--- config.mk ---
export PLATFORM = sky130hd
export DESIGN_NAME = pgcb_trace_top
export DESIGN_NICKNAME = d
export VERILOG_FILES = /design/src/source/pgcb_trace_pkg.sv /design/src/source/trace_capture.sv /design/src/source/trace_fifo.sv /design/src/source/trace_apb_reader.sv /design/src/source/pgcb_trace_top.sv
export VERILOG_INCLUDE_DIRS = /design/src /design/src/source
export SDC_FILE = /design/constraint.sdc
export NUM_CORES = 1
export LEC_CHECK = 0
export ABC_AREA = 1
export BUFFER_PORTS_ARGS = -buffer_cell sky130_fd_sc_hd__buf_4
export CAP_MARGIN = 20
export CORE_ASPECT_RATIO = 0.6
export CORE_UTILIZATION = 30
export CTS_CLUSTER_SIZE = 16
export DETAILED_ROUTE_END_ITERATION = 7
export PLACE_DENSITY = 0.43
export SETUP_SLACK_MARGIN = 0.02
export SLEW_MARGIN = 40
export SYNTH_ARGS = -nofsm -noshare
export SYNTH_HDL_FRONTEND = slang
export SYNTH_SLANG_ARGS = --single-unit
--- constraint.sdc ---
create_clock -name pgcb_clk -period 11.89 [get_ports pgcb_clk]
set_input_delay 1.189 -clock pgcb_clk [delete_from_list [all_inputs] [get_ports pgcb_clk]]
set_output_delay 1.189 -clock pgcb_clk [all_outputs]
set_load 0.05 [all_outputs]
--- src/source/pgcb_trace_settings.svh ---
`ifndef PGCB_TRACE_SETTINGS_SVH
`define PGCB_TRACE_SETTINGS_SVH

// CDC population fixes the record layout
`define PGCB_TRACE_ICDC 4
`define PGCB_TRACE_NCDC 4

// Record buffer depth of at most 15 for the 4-bit count
`define PGCB_TRACE_DEPTH 8

`define PGCB_TRACE_STAMP_W 16

// APB register byte offsets
`define PGCB_TRACE_ADDR_STATUS 8'h00
`define PGCB_TRACE_ADDR_TIME   8'h04
`define PGCB_TRACE_ADDR_ICDC   8'h08
`define PGCB_TRACE_ADDR_NCDC   8'h0C
`define PGCB_TRACE_ADDR_POP    8'h10
`define PGCB_TRACE_ADDR_CTRL   8'h14

`endif

--- src/source/pgcb_trace_pkg.sv ---
`include "pgcb_trace_settings.svh"

package pgcb_trace_pkg;

    // PGCB handshake and status bits with request and ack active low
    typedef struct packed {
        logic pg_req_b;
        logic pmc_ack_b;
        logic pg_active;
        logic restore;
        logic idle;
        logic isms_unlocked;
        logic poks_deasserted;
    } pgcb_status_t;

    typedef enum logic [3:0] {
        cdc_off             = 4'h0,
        cdc_off_pending     = 4'h1,
        cdc_on_pending      = 4'h2,
        cdc_on              = 4'h3,
        cdc_cgate_pending   = 4'h4,
        cdc_cgate           = 4'h5,
        cdc_pgate_pending   = 4'h6,
        cdc_pgate           = 4'h7,
        cdc_restore         = 4'h8,
        cdc_restore_noclk   = 4'h9,
        cdc_syncoff_pending = 4'hA,
        cdc_syncoff         = 4'hB,
        cdc_syncon_ism      = 4'hC,
        cdc_force_pending   = 4'hD,
        cdc_force_ready     = 4'hE,
        cdc_error           = 4'hF
    } cdc_state_e;

    // One trace entry with the stamp in the top bits
    typedef struct packed {
        logic [`PGCB_TRACE_STAMP_W-1:0]    stamp;
        pgcb_status_t                      status;
        cdc_state_e [`PGCB_TRACE_ICDC-1:0] icdc;
        cdc_state_e [`PGCB_TRACE_NCDC-1:0] ncdc;
    } trace_rec_t;

endpackage

--- src/source/trace_capture.sv ---
`timescale 1ns/10ps
`include "pgcb_trace_settings.svh"

module trace_capture (
    input  logic                                              pgcb_clk,
    input  logic                                              arst_n,
    input  pgcb_trace_pkg::pgcb_status_t                      pgcb_status,
    input  pgcb_trace_pkg::cdc_state_e [`PGCB_TRACE_ICDC-1:0] icdc_state,
    input  pgcb_trace_pkg::cdc_state_e [`PGCB_TRACE_NCDC-1:0] ncdc_state,
    input  logic                                              trace_enable,
    input  logic                                              clear_drops,
    input  logic                                              full,
    output logic                                              push,
    output pgcb_trace_pkg::trace_rec_t                        push_data,
    output logic [7:0]                                        drop_count
);

    import pgcb_trace_pkg::*;

    logic [`PGCB_TRACE_STAMP_W-1:0]    stamp_cnt;
    trace_rec_t                        smp_rec;
    pgcb_status_t                      prv_status;
    cdc_state_e [`PGCB_TRACE_ICDC-1:0] prv_icdc;
    cdc_state_e [`PGCB_TRACE_NCDC-1:0] prv_ncdc;
    logic                              en_smp;
    logic                              en_prv;
    logic                              changed;
    logic                              want;
    logic                              drop;

    // Free-running stamp that wraps
    always_ff @(posedge pgcb_clk or negedge arst_n) begin
        if (!arst_n) begin
            stamp_cnt <= '0;
        end else begin
            stamp_cnt <= stamp_cnt + 1'b1;
        end
    end

    // Sample stage plus the sample before it
    always_ff @(posedge pgcb_clk) begin
        smp_rec.stamp  <= stamp_cnt;
        smp_rec.status <= pgcb_status;
        smp_rec.icdc   <= icdc_state;
        smp_rec.ncdc   <= ncdc_state;
        prv_status     <= smp_rec.status;
        prv_icdc       <= smp_rec.icdc;
        prv_ncdc       <= smp_rec.ncdc;
    end

    // Enable travels with the samples so the snapshot lines up with them
    always_ff @(posedge pgcb_clk or negedge arst_n) begin
        if (!arst_n) begin
            en_smp <= 1'b0;
            en_prv <= 1'b0;
        end else begin
            en_smp <= trace_enable;
            en_prv <= en_smp;
        end
    end

    assign changed = (smp_rec.status != prv_status) ||
                     (smp_rec.icdc != prv_icdc) ||
                     (smp_rec.ncdc != prv_ncdc);

    // First enabled sample is a snapshot and later ones need a change
    assign want      = en_smp && (!en_prv || changed);
    assign push      = want && !full;
    assign drop      = want && full;
    assign push_data = smp_rec;

    always_ff @(posedge pgcb_clk or negedge arst_n) begin
        if (!arst_n) begin
            drop_count <= '0;
        end else if (clear_drops) begin
            drop_count <= '0;
        end else if (drop && (drop_count != 8'hFF)) begin
            drop_count <= drop_count + 1'b1;
        end
    end

    a_no_push_full: assert property (
        @(posedge pgcb_clk) disable iff (!arst_n) !(push && full)
    ) else $error("capture pushed into a full FIFO");

endmodule

--- src/source/trace_fifo.sv ---
`timescale 1ns/10ps
`include "pgcb_trace_settings.svh"

module trace_fifo #(
    parameter int  DEPTH = `PGCB_TRACE_DEPTH,
    parameter type T     = logic [7:0]
) (
    input  logic       pgcb_clk,
    input  logic       arst_n,
    input  logic       push,
    input  logic       pop,
    input  T           push_data,
    output T           head_data,
    output logic       empty,
    output logic       full,
    output logic [3:0] count
);

    localparam int AW = (DEPTH > 1) ? $clog2(DEPTH) : 1;

    T              mem [DEPTH];
    logic [AW-1:0] wr_ptr;
    logic [AW-1:0] rd_ptr;

    always_ff @(posedge pgcb_clk) begin
        if (push) begin
            mem[wr_ptr] <= push_data;
        end
    end

    always_ff @(posedge pgcb_clk or negedge arst_n) begin
        if (!arst_n) begin
            wr_ptr <= '0;
            rd_ptr <= '0;
        end else begin
            if (push) begin
                wr_ptr <= (wr_ptr == AW'(DEPTH - 1)) ? '0 : wr_ptr + 1'b1;
            end
            if (pop) begin
                rd_ptr <= (rd_ptr == AW'(DEPTH - 1)) ? '0 : rd_ptr + 1'b1;
            end
        end
    end

    // Simultaneous push and pop leave the occupancy unchanged
    always_ff @(posedge pgcb_clk or negedge arst_n) begin
        if (!arst_n) begin
            count <= '0;
        end else begin
            case ({push, pop})
                2'b10:   count <= count + 1'b1;
                2'b01:   count <= count - 1'b1;
                default: count <= count;
            endcase
        end
    end

    // Head is presented without a read request
    assign head_data = mem[rd_ptr];
    assign empty     = (count == 4'd0);
    assign full      = (count == 4'(DEPTH));

    a_no_pop_empty: assert property (
        @(posedge pgcb_clk) disable iff (!arst_n) !(pop && empty)
    ) else $error("pop from an empty FIFO");

    a_no_push_full: assert property (
        @(posedge pgcb_clk) disable iff (!arst_n) !(push && full)
    ) else $error("push into a full FIFO");

endmodule

--- src/source/trace_apb_reader.sv ---
`timescale 1ns/10ps
`include "pgcb_trace_settings.svh"

module trace_apb_reader (
    input  logic                       pgcb_clk,
    input  logic                       arst_n,
    input  logic                       psel,
    input  logic                       penable,
    input  logic                       pwrite,
    input  logic [7:0]                 paddr,
    input  logic [31:0]                pwdata,
    output logic [31:0]                prdata,
    output logic                       pready,
    output logic                       pslverr,
    input  pgcb_trace_pkg::trace_rec_t head_data,
    input  logic                       empty,
    input  logic                       full,
    input  logic [3:0]                 count,
    input  logic [7:0]                 drop_count,
    output logic                       pop,
    output logic                       trace_enable,
    output logic                       clear_drops
);

    logic access;
    logic wr_access;
    logic mapped;
    logic read_only;
    logic pop_sel;
    logic ctrl_sel;
    logic enable_q;

    // Zero wait states
    assign pready = 1'b1;

    assign access    = psel && penable;
    assign wr_access = access && pwrite;
    assign pop_sel   = (paddr == `PGCB_TRACE_ADDR_POP);
    assign ctrl_sel  = (paddr == `PGCB_TRACE_ADDR_CTRL);

    // Address decode and read mux
    always_comb begin
        mapped    = 1'b1;
        read_only = 1'b0;
        prdata    = '0;
        case (paddr)
            `PGCB_TRACE_ADDR_STATUS: begin
                read_only = 1'b1;
                prdata    = {16'h0, drop_count, 2'b00, full, empty, count};
            end
            `PGCB_TRACE_ADDR_TIME: begin
                read_only = 1'b1;
                prdata    = 32'({head_data.status, head_data.stamp});
            end
            `PGCB_TRACE_ADDR_ICDC: begin
                read_only = 1'b1;
                prdata    = 32'(head_data.icdc);
            end
            `PGCB_TRACE_ADDR_NCDC: begin
                read_only = 1'b1;
                prdata    = 32'(head_data.ncdc);
            end
            `PGCB_TRACE_ADDR_POP: begin
                prdata = '0;
            end
            `PGCB_TRACE_ADDR_CTRL: begin
                prdata = {31'h0, enable_q};
            end
            default: begin
                mapped = 1'b0;
            end
        endcase
    end

    assign pslverr = access && (!mapped ||
                                (pwrite && read_only) ||
                                (pwrite && pop_sel && empty));

    // Pulses last exactly the one access cycle
    assign pop         = wr_access && pop_sel && !empty;
    assign clear_drops = wr_access && ctrl_sel && pwdata[1];

    always_ff @(posedge pgcb_clk or negedge arst_n) begin
        if (!arst_n) begin
            enable_q <= 1'b1;
        end else if (wr_access && ctrl_sel) begin
            enable_q <= pwdata[0];
        end
    end

    assign trace_enable = enable_q;

    a_pop_not_empty: assert property (
        @(posedge pgcb_clk) disable iff (!arst_n) pop |-> !empty
    ) else $error("pop issued while FIFO empty");

    // Master must go through setup before every access
    a_apb_setup: assert property (
        @(posedge pgcb_clk) disable iff (!arst_n)
        (psel && penable) |-> $past(psel && !penable)
    ) else $error("APB access without setup phase");

endmodule

--- src/source/pgcb_trace_top.sv ---
`timescale 1ns/10ps
`include "pgcb_trace_settings.svh"

module pgcb_trace_top (
    input  logic                                              pgcb_clk,
    input  logic                                              arst_n,
    input  pgcb_trace_pkg::pgcb_status_t                      pgcb_status,
    input  pgcb_trace_pkg::cdc_state_e [`PGCB_TRACE_ICDC-1:0] icdc_state,
    input  pgcb_trace_pkg::cdc_state_e [`PGCB_TRACE_NCDC-1:0] ncdc_state,
    input  logic                                              psel,
    input  logic                                              penable,
    input  logic                                              pwrite,
    input  logic [7:0]                                        paddr,
    input  logic [31:0]                                       pwdata,
    output logic [31:0]                                       prdata,
    output logic                                              pready,
    output logic                                              pslverr
);

    import pgcb_trace_pkg::*;

    logic       push;
    trace_rec_t push_data;
    logic       full;
    logic       empty;
    logic [3:0] count;
    trace_rec_t head_data;
    logic       pop;
    logic       trace_enable;
    logic       clear_drops;
    logic [7:0] drop_count;

    trace_capture u_capture (
        .pgcb_clk     (pgcb_clk),
        .arst_n       (arst_n),
        .pgcb_status  (pgcb_status),
        .icdc_state   (icdc_state),
        .ncdc_state   (ncdc_state),
        .trace_enable (trace_enable),
        .clear_drops  (clear_drops),
        .full         (full),
        .push         (push),
        .push_data    (push_data),
        .drop_count   (drop_count)
    );

    trace_fifo #(
        .DEPTH (`PGCB_TRACE_DEPTH),
        .T     (trace_rec_t)
    ) u_fifo (
        .pgcb_clk  (pgcb_clk),
        .arst_n    (arst_n),
        .push      (push),
        .pop       (pop),
        .push_data (push_data),
        .head_data (head_data),
        .empty     (empty),
        .full      (full),
        .count     (count)
    );

    trace_apb_reader u_reader (
        .pgcb_clk     (pgcb_clk),
        .arst_n       (arst_n),
        .psel         (psel),
        .penable      (penable),
        .pwrite       (pwrite),
        .paddr        (paddr),
        .pwdata       (pwdata),
        .prdata       (prdata),
        .pready       (pready),
        .pslverr      (pslverr),
        .head_data    (head_data),
        .empty        (empty),
        .full         (full),
        .count        (count),
        .drop_count   (drop_count),
        .pop          (pop),
        .trace_enable (trace_enable),
        .clear_drops  (clear_drops)
    );

endmodule

### After elaboration in Yosys (flattened, before gate mapping)

Memories as Yosys holds them, arrays and structs flattened.
Index checks and enable logic that the tools add are counted.

| word-level totals | value |
|---|---|
| register bits after elaboration | 131 |
| latch bits | 0 |
| bits in writable memories | 440 |
| memory bits (read-only) | 0 |
| output and inout port bits | 34 |
| word-level logic and storage cells | 99 |
| memories | 1 |

Memory list:

| name | words | width | read ports | clocked after Yosys merged registers in | wr ports | line | text |
|---|---|---|---|---|---|---|---|
| u_fifo.mem | 8 | 55 | 1 | 0 | 1 | trace_fifo.sv:21 | `T mem [DEPTH];` |

| cells by class | value |
|---|---|
| add/sub/neg operators | 6 |
| multipliers | 0 |
| div/mod/pow operators | 0 |
| magnitude comparators | 0 |
| equality and inequality tests | 14 |
| shift operators | 0 |
| multiplexer cells | 10 |
| bitwise operators | 0 |
| reductions and logical operators | 29 |

Operators with widths:

| cell | count |
|---|---|
| $pmux W23 S5 | 1 |
| $ne A16 B16 Y1 | 2 |
| $add A16 B1 Y16 const B | 1 |
| $eq A8 B4 Y1 const B | 2 |
| $eq A8 B5 Y1 const B | 2 |
| $mux W8 | 2 |
| $logic_and A1 B1 Y1 | 14 |
| $add A8 B1 Y8 const B | 1 |
| $eq A8 B3 Y1 const B | 1 |
| $logic_not A8 Y1 | 1 |
| $ne A8 B8 Y1 const B | 1 |
| $pmux W4 S2 | 1 |
| $ne A7 B7 Y1 | 1 |
| $add A3 B1 Y3 const B | 2 |
| $eq A3 B3 Y1 const B | 2 |
| $mux W3 | 2 |
| $reduce_or A6 Y1 | 1 |
| $logic_or A1 B1 Y1 | 5 |
| $add A4 B1 Y4 const B | 1 |
| $eq A4 B4 Y1 const B | 1 |
| $logic_not A1 Y1 | 4 |
| $logic_not A4 Y1 | 1 |
| $mux W1 | 4 |
| $reduce_bool A2 Y1 | 2 |
| 4 further kinds | 4 |

### Logic depth before layout (Yosys ltp)

Gate-level depths: netlist of run 1.

| logic depth | value |
|---|---|
| depth in word-level cells | 9 |
| depth in mapped cells | 19 |
| gate-level depth less buffers | 18 |

### Modules after synthesis

A second synthesis of run 1 with hierarchy kept.

| second synthesis, totals | value |
|---|---|
| cell total of the unflattened synthesis | 1913 |
| area total of the unflattened synthesis | 22402.7 um^2 |

Modules (own cells, without submodules):

| module | times used | cells an instance | area an instance (um^2) | sequential area each (um^2) |
|---|---|---|---|---|
| trace_fifo | 1 | 1321 | 17603.1 | 13462.9 |
| trace_capture | 1 | 421 | 3958.8 | 2532.4 |
| trace_apb_reader | 1 | 171 | 840.8 | 26.3 |

### Least setup slack after synthesis of run 1

OpenSTA, ideal clock, no wires.

| timing | value |
|---|---|
| path kind | reg-to-reg |
| start | register u_capture.smp_rec (netlist bit u_capture.push_data[13]) |
| end | memory u_fifo.mem[6][0] (netlist name), enable pin |
| data arrival time | 4.935 ns |
| required time | 11.354 ns |
| setup slack | 6.419 ns |
| cell stages (with the launch flop) | 11 |
| buffers on the path | 1 |
| clock period less this slack | 5.471 ns |
| cell sequence | dfxtp_1 xor2_1 nor2_1 nand2_1 nor2_1 nand2_1 nor2_1 nor2_2 nand2_1 buf_4 nor3_1 |

| on the way | value |
|---|---|
| cells in the longest elaborated chain, start to end | 7 |

RTL lines:

| element | line | text |
|---|---|---|
| from (decl) | trace_capture.sv:21 | `trace_rec_t smp_rec;` |
| $ne A16 B16 Y1 | trace_capture.sv:64 | `(smp_rec.ncdc != prv_ncdc);` |
| $logic_or A1 B1 Y1 | trace_capture.sv:63 | `(smp_rec.icdc != prv_icdc) \|\|` |
| $logic_or A1 B1 Y1 | trace_capture.sv:67 | `assign want = en_smp && (!en_prv \|\| changed);` |
| $logic_and A1 B1 Y1 | trace_capture.sv:67 |  |
| $logic_and A1 B1 Y1 | trace_capture.sv:68 | `assign push = want && !full;` |
| $mux W1 | trace_fifo.sv:26 | `if (push) begin` |
| $mux W1 (not written as such) | trace_fifo.sv:27 | `mem[wr_ptr] <= push_data;` |
| to (decl) | trace_fifo.sv:21 |  |

Every way passes these cells.

### Worst setup path after layout of run 1

| timing | value |
|---|---|
| start | register u_fifo.rd_ptr[1] |
| end | output prdata[8] |

| on the way | value |
|---|---|
| cells in the longest elaborated chain, start to end | 2 |

RTL lines:

| element | line | text |
|---|---|---|
| from (decl) | trace_fifo.sv:23 | `logic [AW-1:0] rd_ptr;` |
| from (signal assigned) | trace_fifo.sv:40 | `rd_ptr <= (rd_ptr == AW'(DEPTH - 1)) ? '0 : rd_ptr + 1'b1;` |
| $mem_v2 Z8 W55 | -- |  |
| $pmux W23 S5 | trace_apb_reader.sv:46 | `case (paddr)` |
| to (decl) | pgcb_trace_top.sv:15 | `output logic [31:0] prdata,` |

Every way passes these cells.

==> flow_summary.toml, run 1 <==
[sta]
drv_slew = 0
setup_viol = 0
skew_ps = 22.79
fin_crit_ps = 5689
period_share_pct = 47.85
fmax_mhz = 175.8
rsz0062_at_grt = "no"
fin_setup_tns_ps = 0
worst_pin_slew_ps = 832.3
slew_headroom_pct = 44.52
hold_viol_final = 0

[cells_and_area]
syn_to_final_growth_pct = 15.82
drive_gt1_share_pct = 11.99
seq_area_um2 = 16030
fin_nets = 1917
antennaDiodeCount = 0
nFillCells = 7108
final_core_util_pct = 35.34
multi_input_area_um2 = 5330

[logic_synthesis]
ys_async_sr_fraction_pct = 6.480
yosys_warnings = 0
avgSynthCellArea_um2 = 12.55
synth-adder-area-share_pct = 0.5106
ys.flop_type = "edfxtp_1"
synth_compound_area_share_pct = 10.27
synth-simple-area-share_pct = 10.84
netlist_instances = 1758
yosysTopAreaCell = "edfxtp_1"
synth_area_leaders = "edfxtp_1 (60%), dfxtp_1 (8.5%), o21ai_0 (5.2%)"
synth_mux_area_share_pct = 0.05106
synth_top_family_by_area = "simple AND/OR/NAND/NOR gates"
yosysUniqueCellTypes = 43
synth-seq-cells = 571
yosysSeqAreaShare_pct = 72.64
synth_edf_count = 440
synth_xor_area_share_pct = 1.866
syn_area_um2 = 22050
synth_top_area_share_pct = 59.91

[critical_path]
cp.required_ps = 10700
reg2reg_depth = 11
critPathKind = "reg -> out"
rr_startpoint = "u_capture.push_data[11]"
rrSetupSlack_ps = 7730
end_kind = "primary output"
worst-path-max-fanout = 61
critPathArrivalTime_ps = 4500
critPathLaunchType = "flip-flop"
reg2reg_to = "u_fifo.mem[0][16]"

[grt]
grt.busiest_layer = "met1"
antenna_found_initial = 2
grt_pass1_wl_um = 93360
grt_use_met3_pct = 3.270
grt_pass1_vias = 13380
use_met1_pct = 26.39
grt_use_met2_pct = 24.19
grt-ovfl-total = 0
grtUsageTotal_pct = 16.99
grt_max_degree = 91

[power]
p_leak_nw = 8.995
pwr_density_cell_nw_per_um2 = 161.1
ir_drop_v = 0.0001168

[min_path]
hold_path_class = "reg -> reg"
min_from = "u_capture.stamp_cnt[15]"
whs_path_depth = 0
holdPathEnd = "u_capture.push_data[54]"

[drt]
drc = 0
first_iter_violations = 1239
firstDrtPassIters = 5
final_antenna_net_count = 0
vias_per_cell = 4.841
via_count = 13770
finalWirelength_um = 63290
wire_per_inst_um = 22.26

[clock_tree]
cts.repair.resized = 0
clock_path_buffers = 3
clkSinkCount = 571
clock_latency_ps = 620
htree_levels = 2
cts_made_buffers = 55
cts_root_buf = "clkbuf_16"
post-cts-setup-buffers = 0
cts_hold_buffers = 0
cts.clk_slew.worst_paths_ps = 70
cts_tree = "done"

[floorplanning]
core_area_um2 = 72270
die_y_um = 212.0
die_x_um = 352.0
initial_utilization_pct = 30.52
dieArea_um2 = 74640
rows = 76
io_pins = 118

[placement]
routabilityCongestion = 0.8505
portBuffers = 77
hpwl_um = 35730

[run]
maxCapViolCount = 0

[outcome]
status = "completed"
## where the power goes
group          total [mW]  internal, mW  switching (mW)
clock                1.76         0.989           0.774
sequential           2.21          2.16          0.0455
combinational       0.146        0.0485          0.0975
## sequential cells by signal, summed over array words and instances, names as in the netlist, 4 cells and up
signal,count
u_fifo.count,4
u_capture.prv_icdc,16
u_capture.prv_ncdc,16
u_capture.drop_count,8
u_capture.push_data,55
u_capture.prv_status,7
u_capture.stamp_cnt,16
u_fifo.mem,440
## kinds of logic after synthesis
kind of cell	count (synthesis)
compound gates	370
flops	571
other cells	2
buf+inv	194
fa+ha+maj	9
simple gates	564
mux	1
xor+xnor	47
## worst max-delay path, cell delays in order, from the launching register on
cell and delay, ps:
dfrtp_4 780, inv_2 520, buf_4 530, buf_4 590
o21ai_0 200, o221ai_1 250, nand3_1 300, o2111ai_1 300
buf_4 280
## per-layer routing
layer,part of all wire [%],vias to the layer above,wire [um]
met2,41,345,26080
li1,-,6465,-
met3,6.2,86,3899
met5,0,-,0
met4,1.8,0,1128
met1,51,6872,32180
## metrics by stage
stage,total power [mW],setup slack (ps),area (um2),instances,hold WS [ps]
3_5_place_dp,2.396,6767,23740,2742,395.4
5_1_grt,4.266,5909,25540,2844,430.3
6_report,4.116,6201,25540,2844,407.1
4_1_cts,4.172,6084,25540,2844,414.9
3_3_place_gp,2.390,6776,23640,2741,380.4
2_1_floorplan,2.322,6419,22080,1766,365.3
## worst max path at each step
stage | startpoint | end | slack, ps | depth (start not counted)
3_5_place_dp | u_fifo.rd_ptr[1] | prdata[8] | 6770 | 8
5_1_grt | u_fifo.rd_ptr[1] | prdata[8] | 5910 | 8
2_1_floorplan | u_capture.push_data[13] | u_fifo.mem[6][0] | 6420 | 10
3_3_place_gp | u_fifo.rd_ptr[1] | prdata[8] | 6780 | 8
6_report | u_fifo.rd_ptr[1] | prdata[8] | 6200 | 8
4_1_cts | u_fifo.rd_ptr[1] | prdata[8] | 6080 | 8
## synth_stat cells (2+ instances only)
| master | count |
|---|---|
| conb_1 | 2 |
| o211ai_1 | 13 |
| xnor2_1 | 24 |
| edfxtp_1 | 440 |
| buf_2 | 32 |
| o221ai_1 | 82 |
| o22ai_1 | 27 |
| xor2_1 | 23 |
| nor3_1 | 9 |
| buf_1 | 4 |
| nand3b_1 | 2 |
| ha_1 | 9 |
| o2111ai_1 | 6 |
| nor2_2 | 4 |
| nand2_1 | 150 |
| nand3_2 | 6 |
| dfxtp_1 | 94 |
| o21ai_1 | 7 |
| inv_1 | 90 |
| nor2_1 | 297 |
| nand3_1 | 64 |
| o21ai_0 | 227 |
| inv_2 | 3 |
| dfrtp_1 | 36 |
| nand4_1 | 25 |
| clkbuf_1 | 46 |
| a21oi_1 | 3 |
| buf_4 | 18 |
## cells in the final DEF (no fill, tap or decap), types with 13 or more instances in the layout
master,netlist,layout
buf_4,18,91
clkbuf_16,0,55
dfrtp_1,36,33
dfxtp_1,94,94
edfxtp_1,440,440
inv_1,90,90
nand2_1,150,149
nand3_1,64,64
nand4_1,25,25
nor2_1,297,295
o211ai_1,13,13
o21ai_0,227,227
o221ai_1,82,82
o22ai_1,27,27
xnor2_1,24,24
xor2_1,23,23
## cell type report
cell class,instances,share of cell area [%]
flip-flops and latches,571,62.76
multi-input cells,1001,20.87
clock buffers,77,6.143
well taps,975,4.776
repair buffers,101,3.150
inverters,94,1.401
clock inverters,25,0.9062
No activity file was read; power rests on OpenSTA's default activity.
==> run 2: changes to the inputs <==
- ABC_AREA: 1 -> 0
- clock period: 11.89 -> 5.9 ns (I/O delays scaled with it)
==> run 2 against run 1 <==
  * Core utilization barely moved
  * Non-clock buffer count rose by 4
  * Clock-buffer cell count fell by 3
  * Wire length fell by 18%
  * Flip-flop and latch count did not move
  * Via count fell by 27%
  * Worst setup slack got worse by 4400 ps
  * Worst hold slack got worse by 310 ps
  * Global-route usage fell by 2.5 points
  * Largest cell class unchanged
==> flow_summary.toml, run 2 <==
[cells_and_area]
drive_gt1_share_pct = 26.15
final_cell_mix = "edfxtp_1 (440), mux4_2 (115), buf_4 (99)"
largest_reg_flops = 440
regMostFlops = "u_fifo.mem"
syn_to_final_growth_pct = 16.41
seq_area_um2 = 16030
multi_input_area_um2 = 4976
fin_nets = 1265
nFillCells = 6477
fin_area_um2 = 24690
antennaDiodeCount = 0
final_common_cell = "edfxtp_1"
final_core_util_pct = 35.32

[logic_synthesis]
synth_area_leaders = "edfxtp_1 (62%), mux4_2 (12%), dfxtp_1 (8.9%)"
synth_compound_area_share_pct = 2.023
ys.flop_type = "edfxtp_1"
syn_area_um2 = 21210
yosysMostFrequentCell = "edfxtp_1"
netlist_instances = 1056
yosysSeqAreaShare_pct = 75.53
synth-seq-cells = 571
synth-adder-area-share_pct = 0.5308
synth_top_area_share_pct = 62.29
ys_async_sr_fraction_pct = 6.480
yosysUniqueCellTypes = 54
synth_top_family_by_area = "multiplexers"
synth_mux_area_share_pct = 14.65
avgSynthCellArea_um2 = 20.09
yosys_warnings = 0
yosysTopAreaCell = "edfxtp_1"
synth_edf_count = 440
ys_top_cells_by_count = "edfxtp_1 (440), mux4_2 (115), dfxtp_1 (94), mux2i_1 (45), xor2_1 (41)"
synth_xor_area_share_pct = 2.395
synth-simple-area-share_pct = 3.291

[power]
ir_drop_v = 0.0002266
swShare_pct = 21.22
pwr_density_cell_nw_per_um2 = 324.0
internal-power_mw = 6.304
p_leak_nw = 7.931
power_frac_comb_pct = 2.6
switching_power_mw = 1.698
clockPowerShare_pct = 42.0
p_seq_share_pct = 55.4
power.total_mw = 8.002

[min_path]
whs_path_depth = 1
min_from = "pgcb_status[4]"
hold_path_class = "in -> reg"
holdPathEnd = "u_capture.push_data[36]"

[placement]
postPlaceCellArea_um2 = 23010
portBuffers = 77
hpwl_um = 31040
routabilityCongestion = 0.7533

[clock_tree]
cts_tree = "done"
clkSinkCount = 571
clock_path_buffers = 3
clock_latency_ps = 590
cts_root_buf = "clkbuf_16"
htree_levels = 2
cts.clk_slew.worst_paths_ps = 70
cts_made_buffers = 53
cts.repair.resized = 0

[sta]
slew_headroom_pct = 39.61
worst_pin_slew_ps = 897.6
fin_crit_ps = 4130
fin_setup_tns_ps = 0
period_share_pct = 70.01
skew_ps = 12.46
hold_slack_ps = 93.93
fmax_mhz = 242.1
hold_viol_final = 0
rsz0062_at_grt = "no"
drv_slew = 0
setup_viol = 0

[critical_path]
cp.required_ps = 5310
reg2reg_depth = 12
critPathArrivalTime_ps = 3540
rrSetupSlack_ps = 1990
critPathKind = "reg -> out"
worst-path-max-fanout = 31
end_kind = "primary output"
rr_startpoint = "u_capture.push_data[2]"
reg2reg_to = "u_fifo.count[2]"
critPathLaunchType = "flip-flop"

[outcome]
status = "completed"

[run]
maxCapViolCount = 0

[grt]
antenna_found_initial = 2
grt.busiest_layer = "met1"
grt_max_degree = 47
grtUsageTotal_pct = 14.51
grt_use_met2_pct = 20.11
grt_pass1_wl_um = 75420
grt_use_met3_pct = 3.916
use_met1_pct = 22.57
grt-ovfl-total = 0
grt_pass1_vias = 10440

[floorplanning]
dieArea_um2 = 71810
core_area_um2 = 69910
die_y_um = 208.0
rows = 75
initial_utilization_pct = 30.34
io_pins = 118
die_x_um = 345.3

[drt]
drc = 0
final_antenna_net_count = 0
vias_per_cell = 4.729
finalWirelength_um = 51860
first_iter_violations = 795
firstDrtPassIters = 4
wire_per_inst_um = 24.23
via_count = 10120
## run 2: critical path, stage by stage, from the launching register on
cell	delay, ps
dfrtp_4	880
buf_4	410
mux4_2	550
mux2i_1	330
o22ai_1	250
a211o_1	320
buf_4	200
## run 2: stage by stage
step,instances,setup slack [ps]
global placement,2039,2053
floorplan,1064,118.0
detailed placement,2040,2028
finish,2140,1770
CTS,2140,1619
global route,2140,1563
## run 2: logic make-up after synthesis
| family | Yosys count |
|---|---|
| mux | 166 |
| other cells | 2 |
| simple gates | 132 |
| xor+xnor | 58 |
| buf+inv | 57 |
| fa+ha+maj | 9 |
| flops | 571 |
| compound gates | 61 |
## run 2: worst max path at each step
stage / from / to / slack, ps
after floorplan: u_capture.push_data[20] / u_fifo.mem[5][0] / 120
after global placement: u_capture.push_data[2] / u_fifo.count[2] / 2050
after detailed placement: u_capture.push_data[1] / u_fifo.count[2] / 2030
after CTS: u_fifo.rd_ptr[0] / prdata[10] / 1620
after global routing: u_fifo.rd_ptr[0] / prdata[10] / 1560
final: u_fifo.rd_ptr[0] / prdata[10] / 1770
## run 2: what timing repair did
action / in CTS / in global routing
endpoints found under the setup margin: 0 / 0
hold buffers: 1 / 0
buffers inserted: 0 / 0
hold endpoints to repair: 36 / 0
## run 2: layer usage
metal	wire length [um]	vias up
met5	0	-
met4	739	0
met3	3117	59
met2	21350	225
met1	26660	5349
li1	-	4486
## run 2: power groups by stage
| stage | Sequential, mW | Combinational (mW) | Clock (mW) |
|---|---|---|---|
| 2_1_floorplan | 4.48 | 0.135 | 0 |
| 3_3_place_gp | 4.52 | 0.213 | 0 |
| 3_5_place_dp | 4.52 | 0.213 | 0 |
| 4_1_cts | 4.43 | 0.215 | 3.47 |
| 5_1_grt | 4.44 | 0.230 | 3.62 |
| 6_report | 4.43 | 0.211 | 3.36 |
## run 2: area by class of cell
class	count	share of cell area (%)
Clock buffer	74	5.933
Clock inverter	25	0.8157
Inverter	5	0.07600
Multi-Input combinational cell	436	20.15
Sequential cell	571	64.92
Tap cell	924	4.682
Timing Repair Buffer	105	3.420
